[src/verilog/pkt_gen_pkg.sv]
// packet generator shared definitions
// beat layout, control packet fields, register map and sizing constants

package pkt_gen_pkg;

	// ******************************
	// beat format
	// ******************************
	typedef logic [1:0] pos_t;

	localparam pos_t POS_HEAD = 2'b01;
	localparam pos_t POS_MID  = 2'b11;
	localparam pos_t POS_TAIL = 2'b10;

	// 134 bits with the position marker on top
	typedef struct packed {
		pos_t         pos;
		logic [3:0]   vbytes;
		logic [127:0] data;
	} pkt_beat_t;

	typedef logic [6:0]  tmpl_addr_t;
	typedef logic [63:0] run_time_t;
	typedef logic [31:0] gap_t;
	typedef logic [63:0] stat_t;
	typedef logic [31:0] tstamp_t;
	typedef logic [31:0] reg_addr_t;

	// one beat as seen by the statistics block
	typedef struct packed {
		pkt_beat_t beat;
		logic      wr;
		logic      generated;
	} tx_event_t;

	// ******************************
	// control packet fields
	// ******************************
	localparam int CMD_LSB     = 124;
	localparam int SRC_MID_LSB = 104;
	localparam int DST_MID_LSB = 96;
	localparam int ADDR_LSB    = 64;
	localparam int VALUE_LSB   = 0;
	localparam int REPLY_FLAG  = 127;

	localparam logic [2:0] CMD_WRITE = 3'b010;
	localparam logic [2:0] CMD_READ  = 3'b001;
	localparam logic [2:0] CMD_REPLY = 3'b011;

	localparam logic [7:0] LOCAL_MID = 8'd62;

	// register map
	localparam reg_addr_t REG_SOFT_RST = 32'h0000_0000;
	localparam reg_addr_t REG_GAP      = 32'h0001_0001;
	localparam reg_addr_t REG_BYTES_LO = 32'h0000_0003;
	localparam reg_addr_t REG_BYTES_HI = 32'h0000_0004;
	localparam reg_addr_t REG_PKTS_LO  = 32'h0000_0005;
	localparam reg_addr_t REG_PKTS_HI  = 32'h0000_0006;

	localparam logic [31:0] READ_DEFAULT = 32'hffff_ffff;

	// ******************************
	// sizing
	// ******************************
	localparam int STAMP_INDEX = 5;
	localparam int FIFO_DEPTH  = 64;
	localparam int FIFO_AW     = $clog2(FIFO_DEPTH);
	localparam int BEAT_BYTES  = 16;

endpackage

[src/verilog/cfg_regs.sv]
// configuration registers on the control bus
// two-beat control packets for this module id write or read registers;
// writes are consumed, reads turn into replies, other traffic passes
// through with one cycle of latency

`timescale 1ns/1ps

module cfg_regs (
	input  logic                  clk,
	input  logic                  rst_n,
	input  pkt_gen_pkg::pkt_beat_t cfg_in,
	input  logic                  cfg_in_wr,
	output pkt_gen_pkg::pkt_beat_t cfg_out,
	output logic                  cfg_out_wr,
	input  pkt_gen_pkg::stat_t     bytes,
	input  pkt_gen_pkg::stat_t     pkts,
	output pkt_gen_pkg::gap_t      gap,
	output logic                  soft_rst
);

	logic                   is_head;
	logic                   is_tail;
	logic                   is_local;
	logic                   wr_hit;
	logic                   rd_hit;
	logic                   suppress;
	logic                   write_flag;
	logic [2:0]             cmd;
	pkt_gen_pkg::reg_addr_t addr;
	logic [31:0]            rd_value;
	pkt_gen_pkg::pkt_beat_t reply;

	// ******************************
	// head decode
	// ******************************
	assign is_head  = cfg_in_wr && cfg_in.pos == pkt_gen_pkg::POS_HEAD;
	assign is_tail  = cfg_in_wr && cfg_in.pos == pkt_gen_pkg::POS_TAIL;
	assign cmd      = cfg_in.data[pkt_gen_pkg::CMD_LSB +: 3];
	assign addr     = cfg_in.data[pkt_gen_pkg::ADDR_LSB +: 32];
	assign is_local = cfg_in.data[pkt_gen_pkg::DST_MID_LSB +: 8] == pkt_gen_pkg::LOCAL_MID;
	assign wr_hit   = is_head && is_local && cmd == pkt_gen_pkg::CMD_WRITE;
	assign rd_hit   = is_head && is_local && cmd == pkt_gen_pkg::CMD_READ;

	// write head and its tail never leave
	assign suppress = wr_hit || (is_tail && write_flag);

	always_comb begin
		case (addr)
			pkt_gen_pkg::REG_SOFT_RST: rd_value = {31'd0, soft_rst};
			pkt_gen_pkg::REG_GAP:      rd_value = gap;
			pkt_gen_pkg::REG_BYTES_LO: rd_value = bytes[31:0];
			pkt_gen_pkg::REG_BYTES_HI: rd_value = bytes[63:32];
			pkt_gen_pkg::REG_PKTS_LO:  rd_value = pkts[31:0];
			pkt_gen_pkg::REG_PKTS_HI:  rd_value = pkts[63:32];
			default:                   rd_value = pkt_gen_pkg::READ_DEFAULT;
		endcase
	end

	// read reply with flag, command, swapped ids and value
	always_comb begin
		reply = cfg_in;
		reply.data[pkt_gen_pkg::REPLY_FLAG]          = 1'b1;
		reply.data[pkt_gen_pkg::CMD_LSB +: 3]        = pkt_gen_pkg::CMD_REPLY;
		reply.data[pkt_gen_pkg::SRC_MID_LSB +: 8]    = cfg_in.data[pkt_gen_pkg::DST_MID_LSB +: 8];
		reply.data[pkt_gen_pkg::DST_MID_LSB +: 8]    = cfg_in.data[pkt_gen_pkg::SRC_MID_LSB +: 8];
		reply.data[pkt_gen_pkg::VALUE_LSB +: 32]     = rd_value;
	end

	// ******************************
	// registers and output
	// ******************************
	always_ff @(posedge clk or negedge rst_n) begin
		if (!rst_n) begin
			soft_rst   <= 1'b0;
			gap        <= '0;
			write_flag <= 1'b0;
			cfg_out_wr <= 1'b0;
		end else begin
			cfg_out_wr <= cfg_in_wr && !suppress;
			if (is_head) begin
				write_flag <= wr_hit;
			end else if (is_tail) begin
				write_flag <= 1'b0;
			end
			if (wr_hit) begin
				case (addr)
					pkt_gen_pkg::REG_SOFT_RST: soft_rst <= cfg_in.data[0];
					pkt_gen_pkg::REG_GAP:      gap <= cfg_in.data[pkt_gen_pkg::VALUE_LSB +: 32];
					default:                   ;
				endcase
			end
		end
	end

	always_ff @(posedge clk) begin
		cfg_out <= rd_hit ? reply : cfg_in;
	end

endmodule

[config.mk]
export PLATFORM = sky130hd
export DESIGN_NAME = cfg_regs
export DESIGN_NICKNAME = d
export VERILOG_FILES = /design/src/verilog/pkt_gen_pkg.sv /design/src/verilog/cfg_regs.sv
export SDC_FILE = /design/constraint.sdc
export NUM_CORES = 1
export LEC_CHECK = 0
export ABC_AREA = 1
export BUFFER_PORTS_ARGS = -buffer_cell sky130_fd_sc_hd__buf_2
export CORE_AREA = 2 2 167 169
export DETAILED_ROUTE_END_ITERATION = 12
export DIE_AREA = 0 0 169 171
export PLACE_DENSITY_LB_ADDON = 0.3
export SYNTH_ARGS = -nofsm -noshare
export SYNTH_HDL_FRONTEND = slang
export SYNTH_SLANG_ARGS = --single-unit
[constraint.sdc]
create_clock -name clk -period 1.65 [get_ports clk]
set_input_delay 0.0825 -clock clk [delete_from_list [all_inputs] [get_ports clk]]
set_output_delay 0.0825 -clock clk [all_outputs]
set_load 0.03 [all_outputs]
======== Yosys cells after proc, flatten, opt, wreduce, memory -nomap -nowiden ========
Cells that the tools add are included.
word-level totals
  output and inout port bits .............. 168
  input port bits ......................... 265
  register bits after elaboration ......... 169
  word-level logic and storage cells ...... 35
operators by class
  reductions and logical operators ........ 13
  equal/unequal tests ..................... 10
  mux-type cells .......................... 4
operators with widths
  operator                count
  $pmux W32 S6            1
  $mux W112               1
  $eq A32 B3 Y1 const B   3
  $eq A32 B17 Y1 const B  1
  $eq A32 B2 Y1 const B   1
  $logic_not A32 Y1       1
  $eq A8 B6 Y1 const B    1
  $logic_and A1 B1 Y1     7
  $reduce_and A2 Y1       2
  $eq A3 B1 Y1 const B    1
  $eq A3 B2 Y1 const B    1
  $eq A2 B1 Y1 const B    1
  $eq A2 B2 Y1 const B    1
  $mux W1                 2
  $reduce_bool A2 Y1      1
  $logic_not A1 Y1        1
  $logic_or A1 B1 Y1      1

======== Logic depth before layout (Yosys ltp) ========
  depth in word-level cells ............... 7
  mapped depth ............................ 13
  depth with buffers taken out ............ 11

======== Worst setup path before layout ========
No wires, ideal clock.
  path type ............................... input-to-reg
  start ................................... in cfg_in[87] (netlist name)
  end ..................................... reg cfg_out[26] (netlist name)
  required time ........................... 1537 ps
  cell stages on the path ................. 11
  path slack .............................. 400 ps
  arrival ................................. 1137 ps
  buffers on the path ..................... 1
  setup time .............................. 113 ps
  cells stage by stage .................... nor2_1 -> nand2_1 -> nor2_2 -> nand2_1 -> nor2_2 -> nor2_1 -> nand3_2 -> nand2_4 -> buf_6 -> nor2_1 -> nor2_1
on the way
  longest elaborated chain between the ends .. 3
  elaborated cells on any way between the ends .. 8
  classes of those cells .................. eq/ne: 5; mux: 2; reduce/logical: 1
RTL lines
  element                                      line            source
  from (decl)                                  cfg_regs.sv:11  input pkt_gen_pkg::pkt_beat_t cfg_in,
  $eq A32 B3 Y1, or another cell as far along  cfg_regs.sv:48  case (addr)
  $pmux W32 S6 *                               cfg_regs.sv:48
  $mux W112 *                                  cfg_regs.sv:96  cfg_out <= rd_hit ? reply : cfg_in;
  to (signal assigned)                         cfg_regs.sv:96
  to (decl)                                    cfg_regs.sv:13  output pkt_gen_pkg::pkt_beat_t cfg_out,
Mark *: on every way between the ends. The rest lies on a longest branch, timed or not.
A chain may end at the register's enable or synchronous reset.

======== Worst setup path after layout ========
  start ................................... in cfg_in[101] (netlist name)
  end ..................................... reg soft_rst
on the way
  longest elaborated chain between the ends .. 4
RTL lines
  element                             line            source
  $eq A8 B6 Y1                        cfg_regs.sv:40  assign is_local = cfg_in.data[pkt_gen_pkg::DST_MID_LSB +: 8] == pkt_gen_pkg::LOCAL_MID;
  $logic_and A1 B1 Y1 (2 in a row)    cfg_regs.sv:41  assign wr_hit = is_head && is_local && cmd == pkt_gen_pkg::CMD_WRITE;
  $reduce_and A2 Y1 (no source line)  --
  to (signal assigned)                cfg_regs.sv:87  pkt_gen_pkg::REG_SOFT_RST: soft_rst <= cfg_in.data[0];
  to (decl)                           cfg_regs.sv:18  output logic soft_rst
Every way passes these cells.

==> impl_metrics.yaml <==
route:
  drc: 0
  vias: 8100
  viasPerCell: 4.33
  wire_per_inst_microns: 16.0
  firstDrtPassIters: 5
  routed_wl_microns: 30000
  drtIter0Drc: 337
  antenna_left: 0
critical_path:
  path_delay_family: "buffers and inverters"
  reg2reg_depth: 6
  path_buf_inv: 5
  critPathSlowestCell: "dlygate4sd3_1"
  required_ns: 1.96
  cp.depth: 11
  critPathKind: "in2reg"
  path_common_cell: "nand2_1"
  worstPathArrival_ns: 1.91
  setup.worst_path.end_class: "flop"
  path_cells: "dlygate4sd3_1 > buf_2 > inv_1 > nor4_4 > nand3_2 > nor2_4 > buf_4 > buf_12 > nand2_1 > nand2_1 > o21ai_0"
  cp-start-kind: "input port"
  crit_fanout: 16
  cpPeakStageDelay_ns: 0.52
run:
  drv_cap: 0
floorplanning:
  core_sq_um: 27300
  die_h_microns: 171
  rows: 61
  initial_core_util_pct: 25.1
  io_pins: 433
  die-area_sq_um: 28900
  die_width_microns: 169
timing:
  setup_viol: 0
  drv_slew: 0
  hold_ws_ns: 0.0144
  fmax_mhz: 624
  tightest_slew_ns: 0.518
  hold_violations: 0
  fin_skew_ns: 0.00897
  fin_crit_ns: 1.60
  final.period_utilization_pct: 97.2
  rsz0062_at_grt: "yes"
  slew_headroom_pct: 65.4
clock_network:
  cts_buffer_depth: 2
  clkTransAtPathRegs_ns: 0.08
  cts_tree: "yes"
  cts.sinks: 169
  cts_buffers: 17
  insertion_delay_ns: 0.43
  h-tree-depth: 4
  clock-root-buffer: "clkbuf_16"
global_routing:
  grt_pass1_vias: 8118
  grt_antenna_before_repair: 7
  grt_usage_pct: 19.4
  grt_max_degree: 60
  grt_pass1_wl_microns: 42900
  overflow: 0
outcome:
  status: "complete, no violations"
synthesis:
  syn-instance-count: 923
  syn-cell-area_sq_um: 6850
  synth_edf_count: 0
  async_reset_ff_share_pct: 20.7
  syn_nets: 1188
  ys_seq_area_share_pct: 52.0
  synth.area.top_cells: "dfxtp_1 39%, dfrtp_1 13%, nand3_1 12%, nor2_1 12%, nand2_1 11%"
  synth_seq_cells: 169
  yosysWarnings: 0
  synthFlopType: "dfxtp_1"
  synth_top_area_share_pct: 39.2
  synth_top_area_cell: "dfxtp_1"
  synthDistinctLibCells: 27
  syn_area_per_cell_sq_um: 7.42
finish:
  final_core_util_pct: 43.4
  nets: 1772
  final_layout_size_suffix_gt1_share_pct: 35.9
  area_growth_pct: 73.0
placed_design:
  port_buffers: 432
  dp_hpwl_microns: 20800
  place.gp.congestion: 0.857
pwr:
  power-per-cell-area_nw_per_um2: 821
  irDropWorstVdd_mv: 0.470
  power_leakage_nw: 6.47
worst_hold_path:
  whs_path_depth: 1
  hp-class: "in2reg"
## final timing paths
path                            slack [ns]              endpoint                    from
min in group asynchronous             0.27   gap[18]$_DFFE_PN0P_                   rst_n
max in group asynchronous             1.00    gap[0]$_DFFE_PN0P_                   rst_n
worst min register to register        0.47  cfg_out_wr$_DFF_PN0_  write_flag$_DFFE_PN0P_
worst max register to register        0.69   cfg_out[20]$_DFF_P_     gap[20]$_DFFE_PN0P_
worst min-delay path                  0.01   cfg_out[65]$_DFF_P_              cfg_in[65]
worst max-delay path                  0.05  soft_rst$_DFFE_PN0P_             cfg_in[101]
## through the flow
stage	TNS [ns]	power [mW]	cell area (sq um)	worst slack [ns]	instances
after floorplan	0	4.88	6850	0.400	923
after global placement	-0.0538	5.45	9610	-0.0254	1686
after detailed placement	-0.437	5.46	9610	-0.0595	1686
after CTS	0	9.84	11600	0.00481	1854
after global routing	-0.0765	10.1	11800	-0.0517	1872
final	0	9.72	11800	0.0470	1872
## cells by family after synthesis
group,share of synthesized area [%]
simple gates,38.1
compound gates,0.731
buf+inv,9.25
flops,52.0
## registers in the layout, summed over array words and instances, names as in the netlist
signal      cells
write_flag      1
cfg_out_wr      1
soft_rst        1
cfg_out       134
gap            32
## power by group
group | internal [mW] | switching [mW]
sequential | 4.26 | 0.0431
combinational | 0.606 | 0.709
clock | 2.06 | 2.04
## per-layer routing
layer,routed length (microns),global-route usage [%],vias up
met1,11900,21.2,3693
met5,13,0,-
met3,2160,5.00,45
met2,15200,35.3,340
met4,753,8.58,2
li1,-,-,4020
## what timing repair did
item	CTS	global route
hold buffers	136	1
setup endpoints to repair	0	64
gates resized for setup	0	14
endpoints found under the hold margin	203	1
setup buffers	0	8
## cell usage in the layout, fill, tap and decap left out, drive strengths merged, types with 7 or more instances in the layout
cell | netlist | routed
buf | 44 | 469
inv | 95 | 104
clkinv | 1 | 7
clkbuf | 2 | 22
nand3 | 170 | 170
dlygate4sd3 | 0 | 135
nor2 | 223 | 223
dfxtp | 134 | 134
dfrtp | 35 | 35
nand2 | 198 | 198
## Yosys cell counts, types with 3 or more instances
master,number
or2_2,6
nor2_4,4
o21ai_0,3
dfxtp_1,134
buf_6,7
nor2_1,213
o21bai_1,3
nor2_2,6
nand2_1,196
inv_1,87
nand3_1,168
dfrtp_1,35
inv_2,8
buf_2,37
## layout make-up
cell class	count	area [sq um]
multi-input cells	612	2700
fillers	2749	15500
inverters	96	362
flip-flops and latches	169	3560
clock buffers	17	425
repair buffers	611	4190
clock inverters	15	169
diodes	6	15.0
well taps	346	433
No activity file was read; power rests on OpenSTA's default activity.
