[config.mk]
export PLATFORM = sky130hd
export DESIGN_NAME = tx_stats
export DESIGN_NICKNAME = d
export VERILOG_FILES = /design/src/verilog/pkt_gen_pkg.sv /design/src/verilog/tx_stats.sv
export SDC_FILE = /design/constraint.sdc
export NUM_CORES = 1
export LEC_CHECK = 0
export BUFFER_PORTS_ARGS = -buffer_cell sky130_fd_sc_hd__buf_4
export CAP_MARGIN = 20
export CORE_MARGIN = 2
export CORE_UTILIZATION = 50
export CTS_CLUSTER_SIZE = 30
export DETAILED_ROUTE_END_ITERATION = 8
export MAX_ROUTING_LAYER = met4
export PLACE_DENSITY = 0.86
export SYNTH_ARGS = -nofsm -noshare
export SYNTH_HDL_FRONTEND = slang
export SYNTH_SLANG_ARGS = --single-unit
[constraint.sdc]
create_clock -name clk -period 3.2 [get_ports clk]
set_clock_uncertainty 0.1 [all_clocks]
set_input_delay 0.64 -clock clk [delete_from_list [all_inputs] [get_ports clk]]
set_output_delay 0.64 -clock clk [all_outputs]
set_load 0.01 [all_outputs]
[src/verilog/pkt_gen_pkg.sv]
// packet generator shared definitions
// beat layout, control packet fields, register map and sizing constants

package pkt_gen_pkg;

	// ******************************
	// beat format
	// ******************************
	typedef logic [1:0] pos_t;

	localparam pos_t POS_HEAD = 2'b01;
	localparam pos_t POS_MID  = 2'b11;
	localparam pos_t POS_TAIL = 2'b10;

	// 134 bits with the position marker on top
	typedef struct packed {
		pos_t         pos;
		logic [3:0]   vbytes;
		logic [127:0] data;
	} pkt_beat_t;

	typedef logic [6:0]  tmpl_addr_t;
	typedef logic [63:0] run_time_t;
	typedef logic [31:0] gap_t;
	typedef logic [63:0] stat_t;
	typedef logic [31:0] tstamp_t;
	typedef logic [31:0] reg_addr_t;

	// one beat as seen by the statistics block
	typedef struct packed {
		pkt_beat_t beat;
		logic      wr;
		logic      generated;
	} tx_event_t;

	// ******************************
	// control packet fields
	// ******************************
	localparam int CMD_LSB     = 124;
	localparam int SRC_MID_LSB = 104;
	localparam int DST_MID_LSB = 96;
	localparam int ADDR_LSB    = 64;
	localparam int VALUE_LSB   = 0;
	localparam int REPLY_FLAG  = 127;

	localparam logic [2:0] CMD_WRITE = 3'b010;
	localparam logic [2:0] CMD_READ  = 3'b001;
	localparam logic [2:0] CMD_REPLY = 3'b011;

	localparam logic [7:0] LOCAL_MID = 8'd62;

	// register map
	localparam reg_addr_t REG_SOFT_RST = 32'h0000_0000;
	localparam reg_addr_t REG_GAP      = 32'h0001_0001;
	localparam reg_addr_t REG_BYTES_LO = 32'h0000_0003;
	localparam reg_addr_t REG_BYTES_HI = 32'h0000_0004;
	localparam reg_addr_t REG_PKTS_LO  = 32'h0000_0005;
	localparam reg_addr_t REG_PKTS_HI  = 32'h0000_0006;

	localparam logic [31:0] READ_DEFAULT = 32'hffff_ffff;

	// ******************************
	// sizing
	// ******************************
	localparam int STAMP_INDEX = 5;
	localparam int FIFO_DEPTH  = 64;
	localparam int FIFO_AW     = $clog2(FIFO_DEPTH);
	localparam int BEAT_BYTES  = 16;

endpackage

[src/verilog/tx_stats.sv]
// statistics for generated traffic
// byte count per beat and packet count per tail for template beats only

`timescale 1ns/1ps

module tx_stats (
	input  logic                  clk,
	input  logic                  rst_n,
	input  pkt_gen_pkg::tx_event_t ev,
	input  logic                  clear,
	output pkt_gen_pkg::stat_t     bytes,
	output pkt_gen_pkg::stat_t     pkts
);

	pkt_gen_pkg::stat_t add_bytes;
	logic               count_it;

	assign count_it = ev.wr && ev.generated;

	// full beats carry 16 bytes and the tail says how many
	always_comb begin
		case (ev.beat.pos)
			pkt_gen_pkg::POS_HEAD,
			pkt_gen_pkg::POS_MID:  add_bytes = pkt_gen_pkg::stat_t'(pkt_gen_pkg::BEAT_BYTES);
			pkt_gen_pkg::POS_TAIL: add_bytes = pkt_gen_pkg::stat_t'(ev.beat.vbytes);
			default:               add_bytes = '0;
		endcase
	end

	always_ff @(posedge clk or negedge rst_n) begin
		if (!rst_n) begin
			bytes <= '0;
			pkts  <= '0;
		end else if (clear) begin
			bytes <= '0;
			pkts  <= '0;
		end else if (count_it) begin
			bytes <= bytes + add_bytes;
			if (ev.beat.pos == pkt_gen_pkg::POS_TAIL) begin
				pkts <= pkts + 1'b1;
			end
		end
	end

endmodule
### After elaboration in Yosys (flattened, before gate mapping)

Index checks and enable logic that the tools add are counted.

| word-level totals | value |
|---|---|
| register bits | 128 |
| output and inout port bits | 128 |
| word-level logic and storage cells | 18 |

| cells by class | value |
|---|---|
| add/subtract/negate cells | 2 |
| equality and inequality tests | 3 |
| muxes and demuxes | 6 |
| reduce and logical (&&, ||, !) cells | 5 |

Operator list:

| kind | count |
|---|---|
| 64-bit 2-to-1 mux | 5 |
| 64-bit by 1-bit adder with 64-bit output, second input constant | 1 |
| 64-bit adder | 1 |
| 5-bit one-hot mux with 2 select lines | 1 |
| 2-bit equality test, second input constant | 2 |
| 2-bit nonzero test | 2 |
| 2-bit by 1-bit equality test with 1-bit output, second input constant | 1 |
| 2-bit AND reduction | 1 |
| 2-bit OR reduction | 1 |
| 1-bit logical AND | 1 |

### Longest topological paths before layout

Gate-level depths: netlist (run 1).

| depth | value |
|---|---|
| word-level depth | 6 |
| mapped depth | 11 |
| gate-level depth less buffers | 10 |

### Least setup slack after synthesis (run 1)

OpenSTA, ideal clock, no wires.

| timing | value |
|---|---|
| kind | input-to-reg |
| start | input ev[135] (netlist name) |
| end | register bytes[30] |
| arrival time | 2960 ps |
| data required time | 2975 ps |
| slack | 15 ps |
| stages | 11 |
| cell sequence | nor2b_1 and2_1 ha_1 inv_1 fa_1 nor2b_1 o31a_1 clkbuf_1 o211ai_1 nor4_1 mux2_2 |

| on the way | value |
|---|---|
| word-level cells in the longest chain between the ends | 6 |
| elaborated cells between the ends (all ways) | 8 |
| classes of those cells | 1 x add/sub; 3 x eq/ne; 3 x mux; 1 x reduce/logical |

Ends and longest elaborated chain:

| element | RTL line | RTL |
|---|---|---|
| start, declared | tx_stats.sv:9 | `input pkt_gen_pkg::tx_event_t ev,` |
| 2-bit by 1-bit equality test with 1-bit output or 2-bit equality test (tied branches) | tx_stats.sv:22 | `case (ev.beat.pos)` |
| 2-bit OR reduction | tx_stats.sv:22 |  |
| 5-bit one-hot mux with 2 select lines * | tx_stats.sv:22 |  |
| 64-bit adder * | tx_stats.sv:38 | `bytes <= bytes + add_bytes;` |
| 64-bit 2-to-1 mux * | tx_stats.sv:37 | `end else if (count_it) begin` |
| 64-bit 2-to-1 mux * | tx_stats.sv:34 | `end else if (clear) begin` |
| end signal, assigned | tx_stats.sv:38 |  |
| end, declared | tx_stats.sv:11 | `output pkt_gen_pkg::stat_t bytes,` |

Every way passes the cells marked *; elsewhere a longest branch is shown, timed or not. The select of a mux whose other input is x is not followed.
A chain may end at the register's enable or synchronous reset.

### Worst setup path in the final report (run 1)

| timing | value |
|---|---|
| start | input ev[134] (netlist name) |
| end | register bytes[34] |

Same word-level chain as after synthesis.

==> impl_metrics.env, run 1 <==
export IMPL_place_gp_congestion=0.8627
export IMPL_maxCapViolCount=0
export IMPL_start_util_pct=51.08
export IMPL_cts_buffer_depth=2
export IMPL_synth_avg_cell_area_um2=8.930
export IMPL_hold_ws_ns=0.1384
export IMPL_fin_cells=1142
export IMPL_p_seq_share_pct=42.1
export IMPL_yosys_area_top_type_share_pct=45.17
export IMPL_met1_length_mm=8.715
export IMPL_cts_root_buf="clkbuf_16"
export IMPL_finalInstanceArea_um2=9131
export IMPL_die_area_um2=15150
export IMPL_tightest_slew_ns=0.8451
export IMPL_rsz0062_at_grt="no"
export IMPL_cts_setup_buffers=0
export IMPL_drive_gt1_share_pct=22.66
export IMPL_intPower_mw=3.054
export IMPL_postPlaceCellArea_um2=8494
export IMPL_start_kind="input pin"
export IMPL_fp_row_count=43
export IMPL_cts_sinks=128
export IMPL_layout_min_cycle_time_ns=2.873
export IMPL_wl_met3_mm=1.399
export IMPL_cp_required_ns=3.43
export IMPL_portBuffers=138
export IMPL_drtPass1Iterations=5
export IMPL_routed_top_layer="met4"
export IMPL_final_net_count=1095
export IMPL_setup_viol=0
export IMPL_yosys_top_cells_area="dfrtp_1, a21oi_1, or4_1"
export IMPL_cts_buffers=17
export IMPL_track_usage_pct=28.36
export IMPL_n_antenna_cell=0
export IMPL_drt_wl_total_mm=20.18
export IMPL_synth_flop_cell="dfrtp_1"
export IMPL_io_pins=267
export IMPL_dp_cells=1110
export IMPL_power_frac_comb_pct=3.2
export IMPL_h_tree_depth=4
export IMPL_fmax_ghz=0.3480
export IMPL_relSlewSlack_pct=43.66
export IMPL_switching_power_uw=806.5
export IMPL_synth_seq_cells=128
export IMPL_core_area_um2=13880
export IMPL_post_dp_hpwl_mm=13.66
export IMPL_yosys_warnings=0
export IMPL_drv_slew=0
export IMPL_met2WireLength_mm=9.535
export IMPL_grt_start_max_net_pins=80
export IMPL_layout_common_cells="buf_4, dfrtp_1, a21oi_1, nor2_1, nand2_1"
export IMPL_end_kind="register"
export IMPL_n_fill_cell=1144
export IMPL_ys_async_sr_fraction_pct=100.0
export IMPL_wl_per_cell_um=17.67
export IMPL_grt_pass1_vias=6679
export IMPL_fin_crit_sh_pct=89.79
export IMPL_final_common_cell="buf_4"
export IMPL_critPathKind="input pin to register"
export IMPL_hold_buffers=0
export IMPL_fin_tns_setup_ns=0
export IMPL_grt_antenna_before_repair=0
export IMPL_ys_seq_area_share_pct=45.17
export IMPL_final_antenna_net_count=0
export IMPL_drcViolationCount=0
export IMPL_drtIter0Drc=737
export IMPL_p_per_area_nw_per_um2=422.7
export IMPL_finalHoldViolations=0
export IMPL_cellLeakagePower_nw=3.726
export IMPL_synth_edff_count=0
export IMPL_fp_dieH_um=123.1
export IMPL_area_growth_pct=28.78
export IMPL_cts_tree="built"
export IMPL_critPathArrivalTime_ns=3.10
export IMPL_hp_class="input pin to async pin"
export IMPL_syn_area_um2=7091
export IMPL_grt_pass1_wl_mm=33.24
export IMPL_cts_resized=0
export IMPL_syn_inst=794
export IMPL_switching_share_pct=20.89
export IMPL_clkPwrFrac_pct=54.7
export IMPL_synth_cell_types=44
export IMPL_ir_worst_vdd_mv=0.3458
export IMPL_clk_pin_slew_worst_paths_ns=0.06
export IMPL_clk_latency_ns=0.42
export IMPL_vias=7077
export IMPL_path_max_fanout=6
export IMPL_outcome="finished, final reports clean"
export IMPL_grt_ovfl_total=0
export IMPL_synth_area_leader_cell="dfrtp_1"
export IMPL_vias_per_cell=6.197
export IMPL_syn_num_nets=940
export IMPL_die_x_um=123.1
==> layer usage <==
metal | up-vias | global-route usage [%]
li1 | 3318 | -
met1 | 3422 | 37.26
met2 | 292 | 42.96
met3 | 45 | 6.089
met4 | 0 | 11.58
met5 | - | -
==> metrics by stage <==
stage	utilization, %	setup WS, ns	power [mW]
detailed placement	61.20	-0.06933	1.778
global placement	61.20	-0.03536	1.777
finish	65.78	0.3266	3.860
global route	65.78	0.1667	3.977
floorplan	-	0.01520	1.703
CTS	65.78	0.3557	3.873
==> synthesized netlist by cell type, drive strengths merged (11+ instances only) <==
library cell,count
dfrtp,128
a21oi,86
nor2,69
nand2,49
nand3,48
or4,44
o21ai,40
o31ai,39
nand4,38
clkbuf,37
or3,30
inv,26
xnor2,19
xor2,18
nor4,16
nor3,13
and4,11
==> worst paths after layout <==
kind,start,end,slack (ns),cells past startpoint
worst max register to register,pkts[10],pkts[53],0.44,5
min in group clk,bytes[3],bytes[3],0.44,2
worst min-delay path,rst_n,pkts[43],0.14,1
worst min register to register,bytes[3],bytes[3],0.44,2
max in group asynchronous,rst_n,bytes[59],2.15,2
worst max-delay path,ev[134],bytes[34],0.33,12
==> power by group through the flow <==
stage / Clock [mW] / Combinational, mW / Sequential, mW
5_1_grt: 2.21 / 0.138 / 1.63
6_report: 2.11 / 0.122 / 1.63
2_1_floorplan: 0 / 0.0475 / 1.66
3_5_place_dp: 0 / 0.124 / 1.65
4_1_cts: 2.12 / 0.124 / 1.63
3_3_place_gp: 0 / 0.122 / 1.65
==> flip-flops by register name, indices dropped and copies added (netlist names) <==
signal  cells
bytes      64
pkts       64
==> area by class of cell <==
class / instances / area (µm²) / area share, %
multi-input cells: 601 / 3642 / 39.89
flip-flops and latches: 128 / 3203 / 35.08
repair buffers: 175 / 1326 / 14.52
clock buffers: 21 / 450.4 / 4.933
well taps: 180 / 225.2 / 2.466
clock inverters: 11 / 186.4 / 2.042
inverters: 26 / 97.59 / 1.069
==> critical path, cell delays in order <==
cell     delay (ns)
buf_4          0.11
nor2b_1        0.17
and2_1         0.15
ha_1           0.16
inv_1          0.05
fa_1           0.38
nor2b_1        0.17
o31a_1         0.23
o21ai_0        0.24
buf_4          0.26
or3_1          0.37
a21oi_1        0.17
==> cell families after synthesis <==
family	after synthesis	synth area share [%]
xor gates and xnor gates	37	4.570
muxes	3	0.4764
adders and majority gates	7	1.341
and+or+nand+nor	348	27.28
buffers and inverters	65	3.459
DFF	128	45.17
AOI/OAI and AO/OA	206	17.70
Note: power is estimated with default switching activity, not from simulation.
==> run 2, diff against run 1 <==
==> constraint.sdc (replaced) <==
create_clock -name clk -period 2.9 [get_ports clk]
set_clock_uncertainty 0.1 [all_clocks]
set_input_delay 0.58 -clock clk [delete_from_list [all_inputs] [get_ports clk]]
set_output_delay 0.58 -clock clk [all_outputs]
set_load 0.01 [all_outputs]
==> run 2 against run 1 <==
  * Worst hold slack worse by 0.11 ns
  * Utilization rose by 1.0 points
  * Critical path depth is the same
  * Sequential power up 9.8%
  * Die area unchanged
  * Non-clock buffer count increased by 19
  * Final area rose by 1.5%
  * Sequential share of layout area down 0.53 points
  * Via count up 2.8%
  * Power up 6.9%
  * Critical path type unchanged
==> impl_metrics.env, run 2 (synthesis gave the netlist of run 1 again) <==
export IMPL_end_kind="register"
export IMPL_outcome="finished, final reports clean"
export IMPL_relSlewSlack_pct=57.44
export IMPL_power_frac_comb_pct=3.4
export IMPL_fin_crit_sh_pct=95.16
export IMPL_n_antenna_cell=0
export IMPL_layout_min_cycle_time_ns=2.760
export IMPL_final_common_cell="buf_4"
export IMPL_clk_pin_slew_worst_paths_ns=0.06
export IMPL_tightest_slew_ns=0.6356
export IMPL_cts_sinks=128
export IMPL_grt_ovfl_total=0
export IMPL_final_antenna_net_count=0
export IMPL_place_gp_congestion=0.8774
export IMPL_ir_worst_vdd_mv=0.3694
export IMPL_cts_root_buf="clkbuf_16"
export IMPL_cp_required_ns=3.08
export IMPL_fp_dieH_um=123.1
export IMPL_critPathArrivalTime_ns=2.94
export IMPL_core_area_um2=13880
export IMPL_top_regs="bytes (64), pkts (64)"
export IMPL_track_usage_pct=28.05
export IMPL_vias=7273
export IMPL_crit_chain="buf_4, nor2b_4, and2_1, ha_2, inv_1, fa_2, nor2b_2, o31a_1, o211ai_1, buf_4, o41ai_1, a21oi_1"
export IMPL_switching_share_pct=22.39
export IMPL_slowest_stage="fa_2"
export IMPL_drtIter0Drc=876
export IMPL_portBuffers=138
export IMPL_hp_class="input pin to async pin"
export IMPL_start_kind="input pin"
export IMPL_maxCapViolCount=0
export IMPL_path_common_cell="buf_4"
export IMPL_finalHoldViolations=0
export IMPL_drive_gt1_share_pct=25.08
export IMPL_cts_tree="built"
export IMPL_p_seq_share_pct=43.5
export IMPL_final_net_count=1114
export IMPL_drt_wl_total_mm=20.16
export IMPL_cts_buffer_depth=2
export IMPL_h_tree_depth=4
export IMPL_start_util_pct=51.08
export IMPL_intPower_mw=3.203
export IMPL_area_growth_pct=30.74
export IMPL_grt_antenna_before_repair=0
export IMPL_die_area_um2=15150
export IMPL_clk_latency_ns=0.42
export IMPL_vias_per_cell=6.264
export IMPL_layout_common_cells="buf_4, dfrtp_1, a21oi_1, nor2_1, nand2_1"
export IMPL_critPathKind="input pin to register"
export IMPL_setup_viol=0
export IMPL_clkPwrFrac_pct=53.1
export IMPL_cts_buffers=17
export IMPL_io_pins=267
export IMPL_grt_pass1_vias=6755
export IMPL_drv_slew=0
export IMPL_fp_row_count=43
export IMPL_grt_pass1_wl_mm=32.76
export IMPL_drcViolationCount=0
export IMPL_switching_power_uw=924.3
export IMPL_path_max_fanout=8
export IMPL_fmax_ghz=0.3624
export IMPL_wl_per_cell_um=17.36
export IMPL_post_dp_hpwl_mm=13.81
export IMPL_total_power_mw=4.127
export IMPL_die_x_um=123.1
export IMPL_p_per_area_nw_per_um2=445.2
export IMPL_cellLeakagePower_nw=3.808
export IMPL_grt_start_max_net_pins=59
export IMPL_cpPeakStageDelay_ns=0.34
export IMPL_hold_ws_ns=0.03060
export IMPL_drtPass1Iterations=7
[run 2: changes by cell type in the layout (fill, tap and decap cells not counted), moves of 2 or more]
cell / delta
clkbuf_1: -3
buf_4: +19
bufinv_16: -2
clkinv_4: +2
nor2b_1: -2
[run 2: power groups by stage]
stage	Clock [mW]	Combinational, mW	Sequential (mW)
finish	2.19	0.140	1.79
global route	2.29	0.157	1.79
CTS	2.21	0.143	1.79
detailed placement	0	0.142	1.83
global placement	0	0.139	1.83
floorplan	0	0.0535	1.83
[run 2: repair_timing]
item,in CTS,in global routing
hold buffers,0,0
buffers inserted,0,2
setup endpoints to repair,0,16
gates resized for setup,0,3
[run 2: final cells by class]
cell class	instances	area (µm²)
multi-input cells	601	3671
fillers	1084	4611
well taps	180	225.2
flip-flops and latches	128	3203
inverters	26	97.59
repair buffers	194	1469
clock buffers	18	439.2
clock inverters	14	165.2
[run 2: critical path, delay by kind of cell]
family	cells	cell delay, ns
fa+ha+maj	2	0.52
buf+inv	3	0.43
simple gates	3	0.38
compound gates	4	1.03
[run 2: final timing paths]
path / from / to / slack (ns) / cells past startpoint
max reg2reg: bytes[18] / bytes[46] / 0.19 / 5
max in group asynchronous: rst_n / bytes[46] / 1.84 / 2
min: rst_n / pkts[38] / 0.03 / 1
max: ev[134] / bytes[60] / 0.14 / 12
min in group clk: pkts[63] / pkts[63] / 0.45 / 2
min reg2reg: pkts[63] / pkts[63] / 0.45 / 2
[run 2: routing by layer]
| metal | routed length, µm | share of wire, % | vias up | global-route usage (%) |
|---|---|---|---|---|
| li1 | - | - | 3366 | - |
| met3 | 1635 | 8.1 | 32 | 6.550 |
| met2 | 9738 | 48 | 316 | 43.44 |
| met4 | 333 | 1.7 | 0 | 9.872 |
| met1 | 8449 | 42 | 3559 | 36.36 |
| met5 | 0 | 0 | - | - |
[run 2: through the flow]
stage	instance area [µm²]	utilization (%)	setup TNS (ns)	std cells	setup slack [ns]
after CTS	9239	66.56	0	1159	0.09129
after detailed placement	8635	62.20	-6.399	1127	-0.3394
after global routing	9270	66.78	-0.01826	1161	-0.01427
after global placement	8635	62.20	-4.675	1127	-0.2861
after floorplan	7113	-	0	794	0.02633
final	9270	66.78	0	1161	0.1403
