`config.mk`:
```
export PLATFORM = sky130hd
export DESIGN_NAME = gen_ctrl
export DESIGN_NICKNAME = d
export VERILOG_FILES = /design/src/verilog/pkt_gen_pkg.sv /design/src/verilog/gen_ctrl.sv
export SDC_FILE = /design/constraint.sdc
export NUM_CORES = 1
export LEC_CHECK = 0
export BUFFER_PORTS_ARGS = -buffer_cell sky130_fd_sc_hd__buf_4
export CAP_MARGIN = 25
export CORE_AREA = 4 4 290 292
export CTS_CLUSTER_SIZE = 8
export DETAILED_ROUTE_END_ITERATION = 6
export DIE_AREA = 0 0 294 296
export SLEW_MARGIN = 20
export SYNTH_ARGS = -nofsm -noshare
export SYNTH_HDL_FRONTEND = slang
export SYNTH_SLANG_ARGS = --single-unit
```
`constraint.sdc`:
```
create_clock -name clk -period 4 [get_ports clk]
set_input_delay 0.6 -clock clk [delete_from_list [all_inputs] [get_ports clk]]
set_output_delay 0.6 -clock clk [all_outputs]
set_load 0.01 [all_outputs]
```
`src/verilog/pkt_gen_pkg.sv`:
```
// packet generator shared definitions
// beat layout, control packet fields, register map and sizing constants

package pkt_gen_pkg;

	// ******************************
	// beat format
	// ******************************
	typedef logic [1:0] pos_t;

	localparam pos_t POS_HEAD = 2'b01;
	localparam pos_t POS_MID  = 2'b11;
	localparam pos_t POS_TAIL = 2'b10;

	// 134 bits with the position marker on top
	typedef struct packed {
		pos_t         pos;
		logic [3:0]   vbytes;
		logic [127:0] data;
	} pkt_beat_t;

	typedef logic [6:0]  tmpl_addr_t;
	typedef logic [63:0] run_time_t;
	typedef logic [31:0] gap_t;
	typedef logic [63:0] stat_t;
	typedef logic [31:0] tstamp_t;
	typedef logic [31:0] reg_addr_t;

	// one beat as seen by the statistics block
	typedef struct packed {
		pkt_beat_t beat;
		logic      wr;
		logic      generated;
	} tx_event_t;

	// ******************************
	// control packet fields
	// ******************************
	localparam int CMD_LSB     = 124;
	localparam int SRC_MID_LSB = 104;
	localparam int DST_MID_LSB = 96;
	localparam int ADDR_LSB    = 64;
	localparam int VALUE_LSB   = 0;
	localparam int REPLY_FLAG  = 127;

	localparam logic [2:0] CMD_WRITE = 3'b010;
	localparam logic [2:0] CMD_READ  = 3'b001;
	localparam logic [2:0] CMD_REPLY = 3'b011;

	localparam logic [7:0] LOCAL_MID = 8'd62;

	// register map
	localparam reg_addr_t REG_SOFT_RST = 32'h0000_0000;
	localparam reg_addr_t REG_GAP      = 32'h0001_0001;
	localparam reg_addr_t REG_BYTES_LO = 32'h0000_0003;
	localparam reg_addr_t REG_BYTES_HI = 32'h0000_0004;
	localparam reg_addr_t REG_PKTS_LO  = 32'h0000_0005;
	localparam reg_addr_t REG_PKTS_HI  = 32'h0000_0006;

	localparam logic [31:0] READ_DEFAULT = 32'hffff_ffff;

	// ******************************
	// sizing
	// ******************************
	localparam int STAMP_INDEX = 5;
	localparam int FIFO_DEPTH  = 64;
	localparam int FIFO_AW     = $clog2(FIFO_DEPTH);
	localparam int BEAT_BYTES  = 16;

endpackage

```
`src/verilog/gen_ctrl.sv`:
```
// packet sequencer
// forwards FIFO packets, drops headless streams and replays the template
// packet from the external RAM with a programmable gap, until the run
// budget is spent; beat 5 of each replayed packet carries a stamp

`timescale 1ns/1ps

module gen_ctrl (
	input  logic                   clk,
	input  logic                   rst_n,
	input  logic                   start,
	input  pkt_gen_pkg::run_time_t  run_cycles,
	input  pkt_gen_pkg::tstamp_t    timestamp,
	input  pkt_gen_pkg::pkt_beat_t  fifo_head,
	input  logic                   fifo_empty,
	output logic                   fifo_rd,
	output logic                   ram_rd,
	output pkt_gen_pkg::tmpl_addr_t ram_addr,
	input  pkt_gen_pkg::pkt_beat_t  ram_rdata,
	output pkt_gen_pkg::pkt_beat_t  pkt_out,
	output logic                   pkt_out_wr,
	output pkt_gen_pkg::tx_event_t  ev,
	output logic                   stats_clear,
	input  pkt_gen_pkg::stat_t      pkts,
	input  pkt_gen_pkg::gap_t       gap,
	input  logic                   soft_rst
);

	typedef enum logic [2:0] {
		S_IDLE, S_DISCARD, S_FORWARD, S_FETCH, S_REPLAY, S_GAP, S_DONE
	} state_t;

	state_t                 state;
	state_t                 ret_state;
	logic                   in_run;
	logic                   out_gen;
	logic                   run_over;
	logic                   take_ok;
	logic                   fwd_emit;
	pkt_gen_pkg::run_time_t run_cnt;
	pkt_gen_pkg::run_time_t run_budget;
	pkt_gen_pkg::gap_t      gap_cnt;
	pkt_gen_pkg::tmpl_addr_t beat_idx;
	pkt_gen_pkg::pkt_beat_t replay_beat;

	// where a FIFO head leads when picked up in idle or gap
	function automatic state_t pick_state(input pkt_gen_pkg::pos_t pos, input state_t stay);
		if (pos == pkt_gen_pkg::POS_HEAD) begin
			return S_FORWARD;
		end else if (pos == pkt_gen_pkg::POS_TAIL) begin
			return stay;
		end
		return S_DISCARD;
	endfunction

	assign ret_state = in_run ? S_GAP : S_IDLE;
	assign run_over  = (run_cnt >= run_budget);

	// ******************************
	// FIFO side decode
	// ******************************
	always_comb begin
		case (state)
			S_IDLE:              take_ok = !start;
			S_GAP:               take_ok = !run_over;
			S_FORWARD, S_DISCARD: take_ok = 1'b1;
			default:             take_ok = 1'b0;
		endcase
	end

	assign fifo_rd  = take_ok && !fifo_empty;
	assign fwd_emit = fifo_rd && (state == S_FORWARD ||
		((state == S_IDLE || state == S_GAP) && fifo_head.pos == pkt_gen_pkg::POS_HEAD));

	// RAM data lags the address by one beat
	assign beat_idx = ram_addr - 1'b1;

	always_comb begin
		replay_beat = ram_rdata;
		if (beat_idx == pkt_gen_pkg::tmpl_addr_t'(pkt_gen_pkg::STAMP_INDEX) &&
				ram_rdata.pos == pkt_gen_pkg::POS_MID) begin
			replay_beat.data = {pkts, timestamp, 32'hffff_ffff};
		end
	end

	assign ev = '{beat: pkt_out, wr: pkt_out_wr, generated: out_gen};

	// ******************************
	// main FSM
	// ******************************
	always_ff @(posedge clk or negedge rst_n) begin
		if (!rst_n) begin
			state       <= S_IDLE;
			in_run      <= 1'b0;
			ram_rd      <= 1'b0;
			ram_addr    <= '0;
			pkt_out     <= '0;
			pkt_out_wr  <= 1'b0;
			out_gen     <= 1'b0;
			stats_clear <= 1'b0;
			run_cnt     <= '0;
			run_budget  <= '0;
			gap_cnt     <= '0;
		end else begin
			pkt_out_wr  <= 1'b0;
			stats_clear <= 1'b0;
			if (in_run) begin
				run_cnt <= run_cnt + 1'b1;
			end
			if (gap_cnt != '1) begin
				gap_cnt <= gap_cnt + 1'b1;
			end

			if (fwd_emit) begin
				pkt_out    <= fifo_head;
				pkt_out_wr <= 1'b1;
				out_gen    <= 1'b0;
			end

			case (state)
				S_IDLE: begin
					if (start) begin
						in_run      <= 1'b1;
						run_cnt     <= '0;
						run_budget  <= run_cycles;
						stats_clear <= 1'b1;
						ram_rd      <= 1'b1;
						ram_addr    <= '0;
						state       <= S_FETCH;
					end else if (fifo_rd) begin
						state <= pick_state(fifo_head.pos, S_IDLE);
					end
				end
				S_DISCARD: begin
					if (fifo_rd && fifo_head.pos == pkt_gen_pkg::POS_TAIL) begin
						state <= ret_state;
					end
				end
				S_FORWARD: begin
					if (fwd_emit && fifo_head.pos == pkt_gen_pkg::POS_TAIL) begin
						state <= ret_state;
					end
				end
				S_FETCH: begin
					ram_rd   <= 1'b1;
					ram_addr <= ram_addr + 1'b1;
					state    <= S_REPLAY;
				end
				S_REPLAY: begin
					pkt_out    <= replay_beat;
					pkt_out_wr <= 1'b1;
					out_gen    <= 1'b1;
					if (ram_rdata.pos == pkt_gen_pkg::POS_TAIL) begin
						ram_rd   <= 1'b0;
						ram_addr <= '0;
						gap_cnt  <= '0;
						if (run_over) begin
							in_run <= 1'b0;
							state  <= S_DONE;
						end else begin
							state <= S_GAP;
						end
					end else begin
						ram_addr <= ram_addr + 1'b1;
					end
				end
				S_GAP: begin
					if (run_over) begin
						in_run <= 1'b0;
						state  <= S_DONE;
					end else if (fifo_rd) begin
						state <= pick_state(fifo_head.pos, S_GAP);
					end else if (gap_cnt >= gap) begin
						ram_rd   <= 1'b1;
						ram_addr <= '0;
						state    <= S_FETCH;
					end
				end
				S_DONE: begin
					if (soft_rst) begin
						state <= S_IDLE;
					end
				end
				default: state <= S_IDLE;
			endcase
		end
	end

endmodule

```
# Word-level counts from Yosys, hierarchy flattened
# Cells that the tools add are included.
dict set report word_totals {
  reg_bits 309
  word_cells 118
  output_inout_bits 281
  inputBits 465
}
dict set report op_classes {
  n_eq_ne 22
  addsub 4
  reduce_logical 21
  muxes 56
  n_lt_le_gt_ge 2
}
# op n
set ops {}
lappend ops {{2-to-1 mux 134 bit} 2}
lappend ops {{2-to-1 mux 64 bit} 3}
lappend ops {{2-to-1 mux 128 bit} 1}
lappend ops {{2-to-1 mux 32 bit} 3}
lappend ops {{adder 64 x 1 -> 64 bit (second input constant)} 1}
lappend ops {{greater-or-equal comparator 64 bit} 1}
lappend ops {{2-to-1 mux 3 bit} 16}
lappend ops {{2-to-1 mux 7 bit} 5}
lappend ops {{adder 32 x 1 -> 32 bit (second input constant)} 1}
lappend ops {{greater-or-equal comparator 32 bit} 1}
lappend ops {{inequality test 32 bit (second input constant)} 1}
lappend ops {{case mux 7 bit (4 select lines)} 1}
lappend ops {{case mux 3 bit (7 select lines)} 1}
lappend ops {{2-to-1 mux 1 bit} 20}
lappend ops {{inequality test 2 bit (second input constant)} 6}
lappend ops {{AND reduction 6 bit} 2}
lappend ops {{== test 3 bit (second input constant)} 3}
lappend ops {{adder 7 x 1 -> 7 bit (second input constant)} 1}
lappend ops {{== test 7 x 3 -> 1 bit (second input constant)} 1}
lappend ops {{subtractor 7 x 1 -> 7 bit (second input constant)} 1}
lappend ops {{== test 2 bit (second input constant)} 3}
lappend ops {{== test 3 x 2 -> 1 bit (second input constant)} 2}
lappend ops {{logical AND 1 bit} 6}
lappend ops {{case mux 1 bit (3 select lines)} 2}
lappend ops {{other kinds (17)} 21}

# Logic depth before layout (Yosys ltp)
# Gate-level depths: netlist of run 1.
dict set report depth {
  word_depth 11
  depth_mapped 12
  depth_no_buf 10
}

# Least setup slack after synthesis of run 1
# OpenSTA, ideal clock, no wires.
dict set report synth_timing {
  kind {input to register}
  startpoint {in gap[29]}
  endpoint {reg state[0]}
  path_stages 10
  arrival_time_ns 2.865
  n_path_buf 0
  required_ns 3.872
  setup_ns 0.128
  setup_slack_ns 1.007
  cell_sequence {inv_1 -> ha_1 -> a21o_1 -> a21o_1 -> a22o_1 -> or4_1 -> a211oi_2 -> nand3_1 -> a2bb2oi_2 -> mux2_1}
}
dict set report synth_via {
  elab_chain_len 3
}
# item line
set synth_lines {}
lappend synth_lines {{start, declared} gen_ctrl.sv:25} ;# input pkt_gen_pkg::gap_t gap,
lappend synth_lines {{greater-or-equal comparator 32 bit} gen_ctrl.sv:173} ;# end else if (gap_cnt >= gap) begin
lappend synth_lines {{inequality test 4 x 3 -> 1 bit (no source line)} n/a}
lappend synth_lines {{AND reduction 6 bit (no source line)} n/a}
lappend synth_lines {{end signal, assigned} gen_ctrl.sv:136} ;# state <= ret_state;
lappend synth_lines {{end signal, assigned} gen_ctrl.sv:141} ;# state <= ret_state;
lappend synth_lines {{end signal, assigned} gen_ctrl.sv:172} ;# state <= pick_state(fifo_head.pos, S_GAP);
lappend synth_lines {{end, declared} gen_ctrl.sv:33} ;# state_t state;
# No other way between the ends.
# A chain may end at the register's enable or synchronous reset.

# Worst setup path in the final report of run 1
dict set report layout_timing {
  startpoint {reg run_cnt[46]}
  endpoint {out fifo_rd}
}
dict set report layout_via {
  elab_chain_len 4
}
# item line
set layout_lines {}
lappend layout_lines {{start, declared} gen_ctrl.sv:40} ;# pkt_gen_pkg::run_time_t run_cnt;
lappend layout_lines {{start signal, assigned} gen_ctrl.sv:108} ;# run_cnt <= run_cnt + 1'b1;
lappend layout_lines {{greater-or-equal comparator 64 bit} gen_ctrl.sv:57} ;# assign run_over = (run_cnt >= run_budget);
lappend layout_lines {{zero test 1 bit} gen_ctrl.sv:65} ;# S_GAP: take_ok = !run_over;
lappend layout_lines {{case mux 1 bit (3 select lines)} gen_ctrl.sv:63} ;# case (state)
lappend layout_lines {{logical AND 1 bit} gen_ctrl.sv:71} ;# assign fifo_rd = take_ok && !fifo_empty;
lappend layout_lines {{end, declared} gen_ctrl.sv:16} ;# output logic fifo_rd,
# No other way between the ends.

==> results of run 1 <==
-- worst max-delay path, stage by stage (launching register included) --
cell and delay, ps:
dfrtp_1 410, ha_1 330, nand4_1 240, nor4_4 420, nand3b_2 160, nor4_4 290
a211oi_4 160, a31oi_2 360, inv_1 80, buf_4 170
-- repair_timing --
| item | in CTS | in global routing |
|---|---|---|
| hold endpoints to repair | 0 | 0 |
| endpoints found under the setup margin | 1 | 1 |
| setup buffers | 0 | 0 |
| gates resized for setup | 1 | 1 |
-- cell type report --
class	count	area [um2]
Fill cell	8542	55100
Multi-Input combinational cell	1375	9530
Sequential cell	309	7730
Timing Repair Buffer	782	6080
Tap cell	1070	1340
Clock buffer	55	1220
Inverter	123	462
Antenna cell	28	70.1
Clock inverter	4	48.8
-- registers in the layout, indices dropped and copies added (netlist names) --
| signal | count |
|---|---|
| run_cnt | 64 |
| ev | 134 |
| stats_clear | 1 |
| in_run | 1 |
| gap_cnt | 32 |
| out_gen | 1 |
| ram_rd | 1 |
| pkt_out_wr | 1 |
| state | 3 |
| ram_addr | 7 |
| run_budget | 64 |
-- worst paths after layout --
| path | start | end | slack (ps) | depth (start not counted) |
|---|---|---|---|---|
| worst max-delay path | run_cnt[46] | fifo_rd | 240 | 9 |
| worst min-delay path | rst_n | run_budget[4] | 60 | 1 |
| worst max register to register | run_cnt[0] | ev[58] | 500 | 12 |
| worst min register to register | run_budget[0] | run_budget[0] | 510 | 1 |
| max in group asynchronous | rst_n | ev[25] | 2940 | 3 |
| min in group clk | run_cycles[54] | run_budget[54] | 230 | 3 |
-- placed cells by master, fill, tap and decap left out, types with 44 or more instances in the layout --
| cell type | netlist | routed |
|---|---|---|
| mux2_2 | 86 | 86 |
| o21ai_0 | 205 | 205 |
| xor2_1 | 44 | 44 |
| ha_1 | 105 | 105 |
| mux2_4 | 49 | 49 |
| clkbuf_16 | 0 | 47 |
| inv_1 | 122 | 122 |
| nor2_1 | 169 | 167 |
| buf_4 | 145 | 765 |
| nand2_1 | 248 | 248 |
| dfrtp_1 | 309 | 309 |
| mux2i_1 | 99 | 99 |
| a21oi_1 | 100 | 100 |
-- cells by family (layout without fill, tap and decap cells) --
logic type,count (synthesis),in the layout,synth area share [%]
muxes,235,235,14.1
adders and majority gates,105,105,6.85
and+or+nand+nor,595,595,14.2
AOI/OAI and AO/OA,368,368,11.0
xor gates and xnor gates,72,72,3.29
DFF,309,309,40.3
other,0,28,0
buffers and inverters,354,964,10.2
-- through the flow --
stage / hold slack, ps / total power [mW] / setup WS (ps)
2_1_floorplan: 304 / 10.9 / 1010
5_1_grt: 98.9 / 18.9 / 38.4
3_3_place_gp: 516 / 14.1 / 544
6_report: 56.3 / 17.8 / 236
3_5_place_dp: 510 / 14.3 / 512
4_1_cts: 64.9 / 18.0 / 83.6
-- per-layer routing --
layer	global-route usage, %	vias up	wire (um)
li1	-	8066	-
met2	30.0	612	40600
met1	22.2	8058	33900
met3	12.7	164	13000
met5	0	-	388
met4	6.88	60	2750
-- where the power goes --
part           total [mW]  switching (mW)  leakage (nW)  internal [mW]
Clock                3.62            1.45         0.621           2.16
Sequential           5.65            1.25          3.85           4.40
Combinational        8.56            4.25          9.01           4.32
==> impl_metrics.yaml, run 1 <==
synth:
  synth_area_leaders: "dfrtp_1, ha_1, buf_4, o21ai_0, mux2i_1"
  ys_top_cells_by_count: "dfrtp_1, nand2_1, o21ai_0"
  ys_seq_elements: 309
  synth_area_per_cell_um2: 9.41
  synth_most_common_cell: "dfrtp_1"
  ys.flop_type: "dfrtp_1"
  synthArstFlopShare_pct: 100
  syn-cell-area_um2: 19200
  synth_fp_nets: 2608
  synth-seq-area-share_pct: 40.3
  syn_inst: 2038
  yosysWarnings: 0
  synth_edf_count: 0
  synth_cell_types: 73
  yosys.area.top_type: "dfrtp_1"
  yosysTopAreaCellShare_pct: 40.3
cells_and_area:
  drive_gt1_share_pct: 37.5
  final_nets: 3207
  area_growth_pct: 38.1
  design_area_um2: 26500
  layoutNonFillerInstCount: 3746
  final_core_util_pct: 32.5
grt:
  grt_pass1_wl_um: 121000
  track_usage_pct: 19.6
  antenna_found_initial: 84
  grt_max_degree: 87
  grt_pass1_vias: 16400
  gr-total-overflow: 0
clock_network:
  clockBufferDepth: 3
  path_clk_slew_ps: 50
  cts_tree: "built"
  clk_latency_ps: 570
  htree_levels: 2
  cts.sinks: 309
  numCtsBuffers: 46
  root_buffer: "clkbuf_16"
  hold_buffers: 0
route:
  drt_wl_total_um: 90600
  drt-pass1-iter-count: 4
  drtIter0Drc: 862
  drc: 0
  vias_per_cell: 4.53
  wl_per_cell_um: 24.2
  vias: 17000
  ant_nets: 0
floorplanning:
  die_area_um2: 87000
  rows: 105
  die_w_um: 294
  pin_count: 746
  initial_core_util_pct: 23.5
  die_h_um: 296
  coreArea_um2: 81600
timing:
  slew_viol_final: 0
  fin_skew_ps: 33.4
  grt_setup_unrepaired: "no"
  setup_violations: 0
  timing_hold_violations_final: 0
  worst_pin_slew_ps: 860
  fmax_ghz: 0.266
  relSlewSlack_pct: 41.0
  setup_tns_ps: 0
  fin_crit_ps: 3760
  finalCritPeriodShare_pct: 94.1
run:
  maxCapViolations: 0
critical_path:
  worstPathArrival_ps: 3160
  crit_required_ps: 3400
  cp-start-kind: "flip-flop"
  critPathMaxFanout: 6
  worstSetupEndpointType: "primary output"
  critPathKind: "flip-flop to primary output"
placed_design:
  port_buffers: 745
  post_dp_cell_area_um2: 25100
  place_inst: 3659
  gp_congestion: 0.890
  place_hpwl_um: 75500
outcome:
  status: "finished clean"
power:
  max-vdd-ir-drop_v: 0.000355
  cellLeakagePower_nw: 13.5
  power.density_nw_per_um2: 673
hold_path:
  hp-class: "primary input to asynchronous set/reset pin"
Note: power is estimated with default switching activity, not from simulation.
==> run 2: changes to the inputs <==
- PLACE_DENSITY: not set -> 0.48
==> run 2 against run 1 <==
Compared with the run above:
- total power grew 0.30%
- die area did not move
- utilization grew 0.052 points
- highest routed layer unchanged
==> impl_metrics.yaml, run 2 (synthesized netlist as in run 1, its figures left out) <==
outcome:
  status: "finished clean"
clock_network:
  root_buffer: "clkbuf_16"
  hold_buffers: 0
  cts_tree: "built"
  numCtsBuffers: 46
  htree_levels: 2
  clockBufferDepth: 3
  cts.sinks: 309
  clk_latency_ps: 590
  path_clk_slew_ps: 60
route:
  wl_per_cell_um: 24.4
  vias: 17200
  drt-pass1-iter-count: 5
  drt_wl_total_um: 91600
  drc: 0
  ant_nets: 0
  vias_per_cell: 4.58
  drtIter0Drc: 1047
power:
  combPwrFrac_pct: 47.5
  power.density_nw_per_um2: 674
  p_sw_mw: 6.98
  max-vdd-ir-drop_v: 0.000342
  cellLeakagePower_nw: 13.5
  p_int_mw: 10.9
  swShare_pct: 39.1
  power.clock.fraction_pct: 20.6
  seq_power_share_pct: 31.9
critical_path:
  critPathMaxFanout: 6
  cpPeakStageDelay_ps: 450
  cp-start-kind: "flip-flop"
  cpMaxStageDelayCell: "a211oi_4"
  critPathKind: "flip-flop to primary output"
  worstSetupEndpointType: "primary output"
  crit_required_ps: 3400
  worstPathArrival_ps: 3150
  crit_chain: "inv_1, ha_1, nand2b_1, a2111o_1, o211ai_1, o211ai_1, a211oi_4, a31oi_2, inv_1, buf_4"
floorplanning:
  die_h_um: 296
  die_area_um2: 87000
  pin_count: 746
  coreArea_um2: 81600
  die_w_um: 294
  rows: 105
  initial_core_util_pct: 23.5
placed_design:
  port_buffers: 745
  post_dp_cell_area_um2: 25100
  gp_congestion: 1.00
  place_hpwl_um: 75900
timing:
  setup_tns_ps: 0
  fin_skew_ps: 29.0
  fmax_ghz: 0.267
  fin_crit_ps: 3750
  timing_hold_violations_final: 0
  relSlewSlack_pct: 34.2
  slew_viol_final: 0
  finalCritPeriodShare_pct: 93.8
  grt_setup_unrepaired: "no"
  setup_violations: 0
  worst_pin_slew_ps: 987
grt:
  track_usage_pct: 20.0
  grt_max_degree: 202
  grt_pass1_wl_um: 125000
  antenna_found_initial: 69
  grt_pass1_vias: 17200
  gr-total-overflow: 0
cells_and_area:
  final_cell_mix: "buf_4, dfrtp_1, nand2_1, o21ai_0, nor2_1"
  largest_register_ffs: 134
  design_area_um2: 26500
  drive_gt1_share_pct: 37.8
  area_growth_pct: 38.3
  final_nets: 3215
  fillers: 8518
  layout_commonest_cell: "buf_4"
  final_core_util_pct: 32.5
hold_path:
  hp-class: "primary input to asynchronous set/reset pin"
run:
  maxCapViolations: 0
run 2: power by group through the flow:
stage	clock network [mW]	registers (mW)	logic (mW)
2_1_floorplan	0	5.51	5.35
5_1_grt	3.96	5.85	9.24
3_5_place_dp	0	5.75	8.57
6_report	3.69	5.70	8.49
3_3_place_gp	0	5.69	8.47
4_1_cts	3.83	5.71	8.59
run 2: timing repair:
item                       in CTS  in global routing
setup endpoints to repair       0                  1
gates resized for setup         0                  1
setup buffers                   0                  1
run 2: metal layers:
metal / routed length, um / GRT usage, % / vias to the layer above / part of all wire [%]
met5: 258 / 0 / - / 0.28
met4: 3380 / 6.95 / 36 / 3.7
met3: 12000 / 10.6 / 158 / 13
met2: 40800 / 31.1 / 639 / 45
met1: 35200 / 23.7 / 8254 / 38
li1: - / - / 8079 / -
run 2: worst paths after layout:
path | start | endpoint | slack, ps | depth (start not counted)
max in group asynchronous | rst_n | ev[69] | 2890 | 2
worst max-delay path | run_cnt[0] | fifo_rd | 250 | 10
worst min-delay path | rst_n | run_cnt[21] | 150 | 1
worst max register to register | run_cnt[0] | ev[4] | 520 | 12
min in group clk | run_cycles[28] | run_budget[28] | 210 | 3
worst min register to register | run_budget[0] | run_budget[0] | 530 | 1
run 2: cell type report:
class	instances	area (um2)	area share, %
Antenna cell	29	72.6	0.274
Clock buffer	50	1180	4.43
Multi-Input combinational cell	1375	9520	35.9
Sequential cell	309	7730	29.2
Tap cell	1070	1340	5.05
Timing Repair Buffer	790	6090	23.0
Clock inverter	6	128	0.481
Inverter	123	462	1.74
run 2: critical path: cells and delay by family, from the launching register on:
kind / cells / cell delay (ps)
fa+ha+maj: 1 / 280
compound gates: 5 / 1360
simple gates: 1 / 140
flops: 1 / 400
buf+inv: 3 / 360
run 2: stage by stage:
step           hold slack [ps]  total power [mW]  std cells  setup slack [ps]
4_1_cts                    161              18.1       3722               109
3_5_place_dp               522              14.3       3666               506
3_3_place_gp               518              14.2       3666               601
5_1_grt                    192              19.1       3734              72.9
2_1_floorplan              304              10.9       2038              1010
6_report                   145              17.9       3752               250
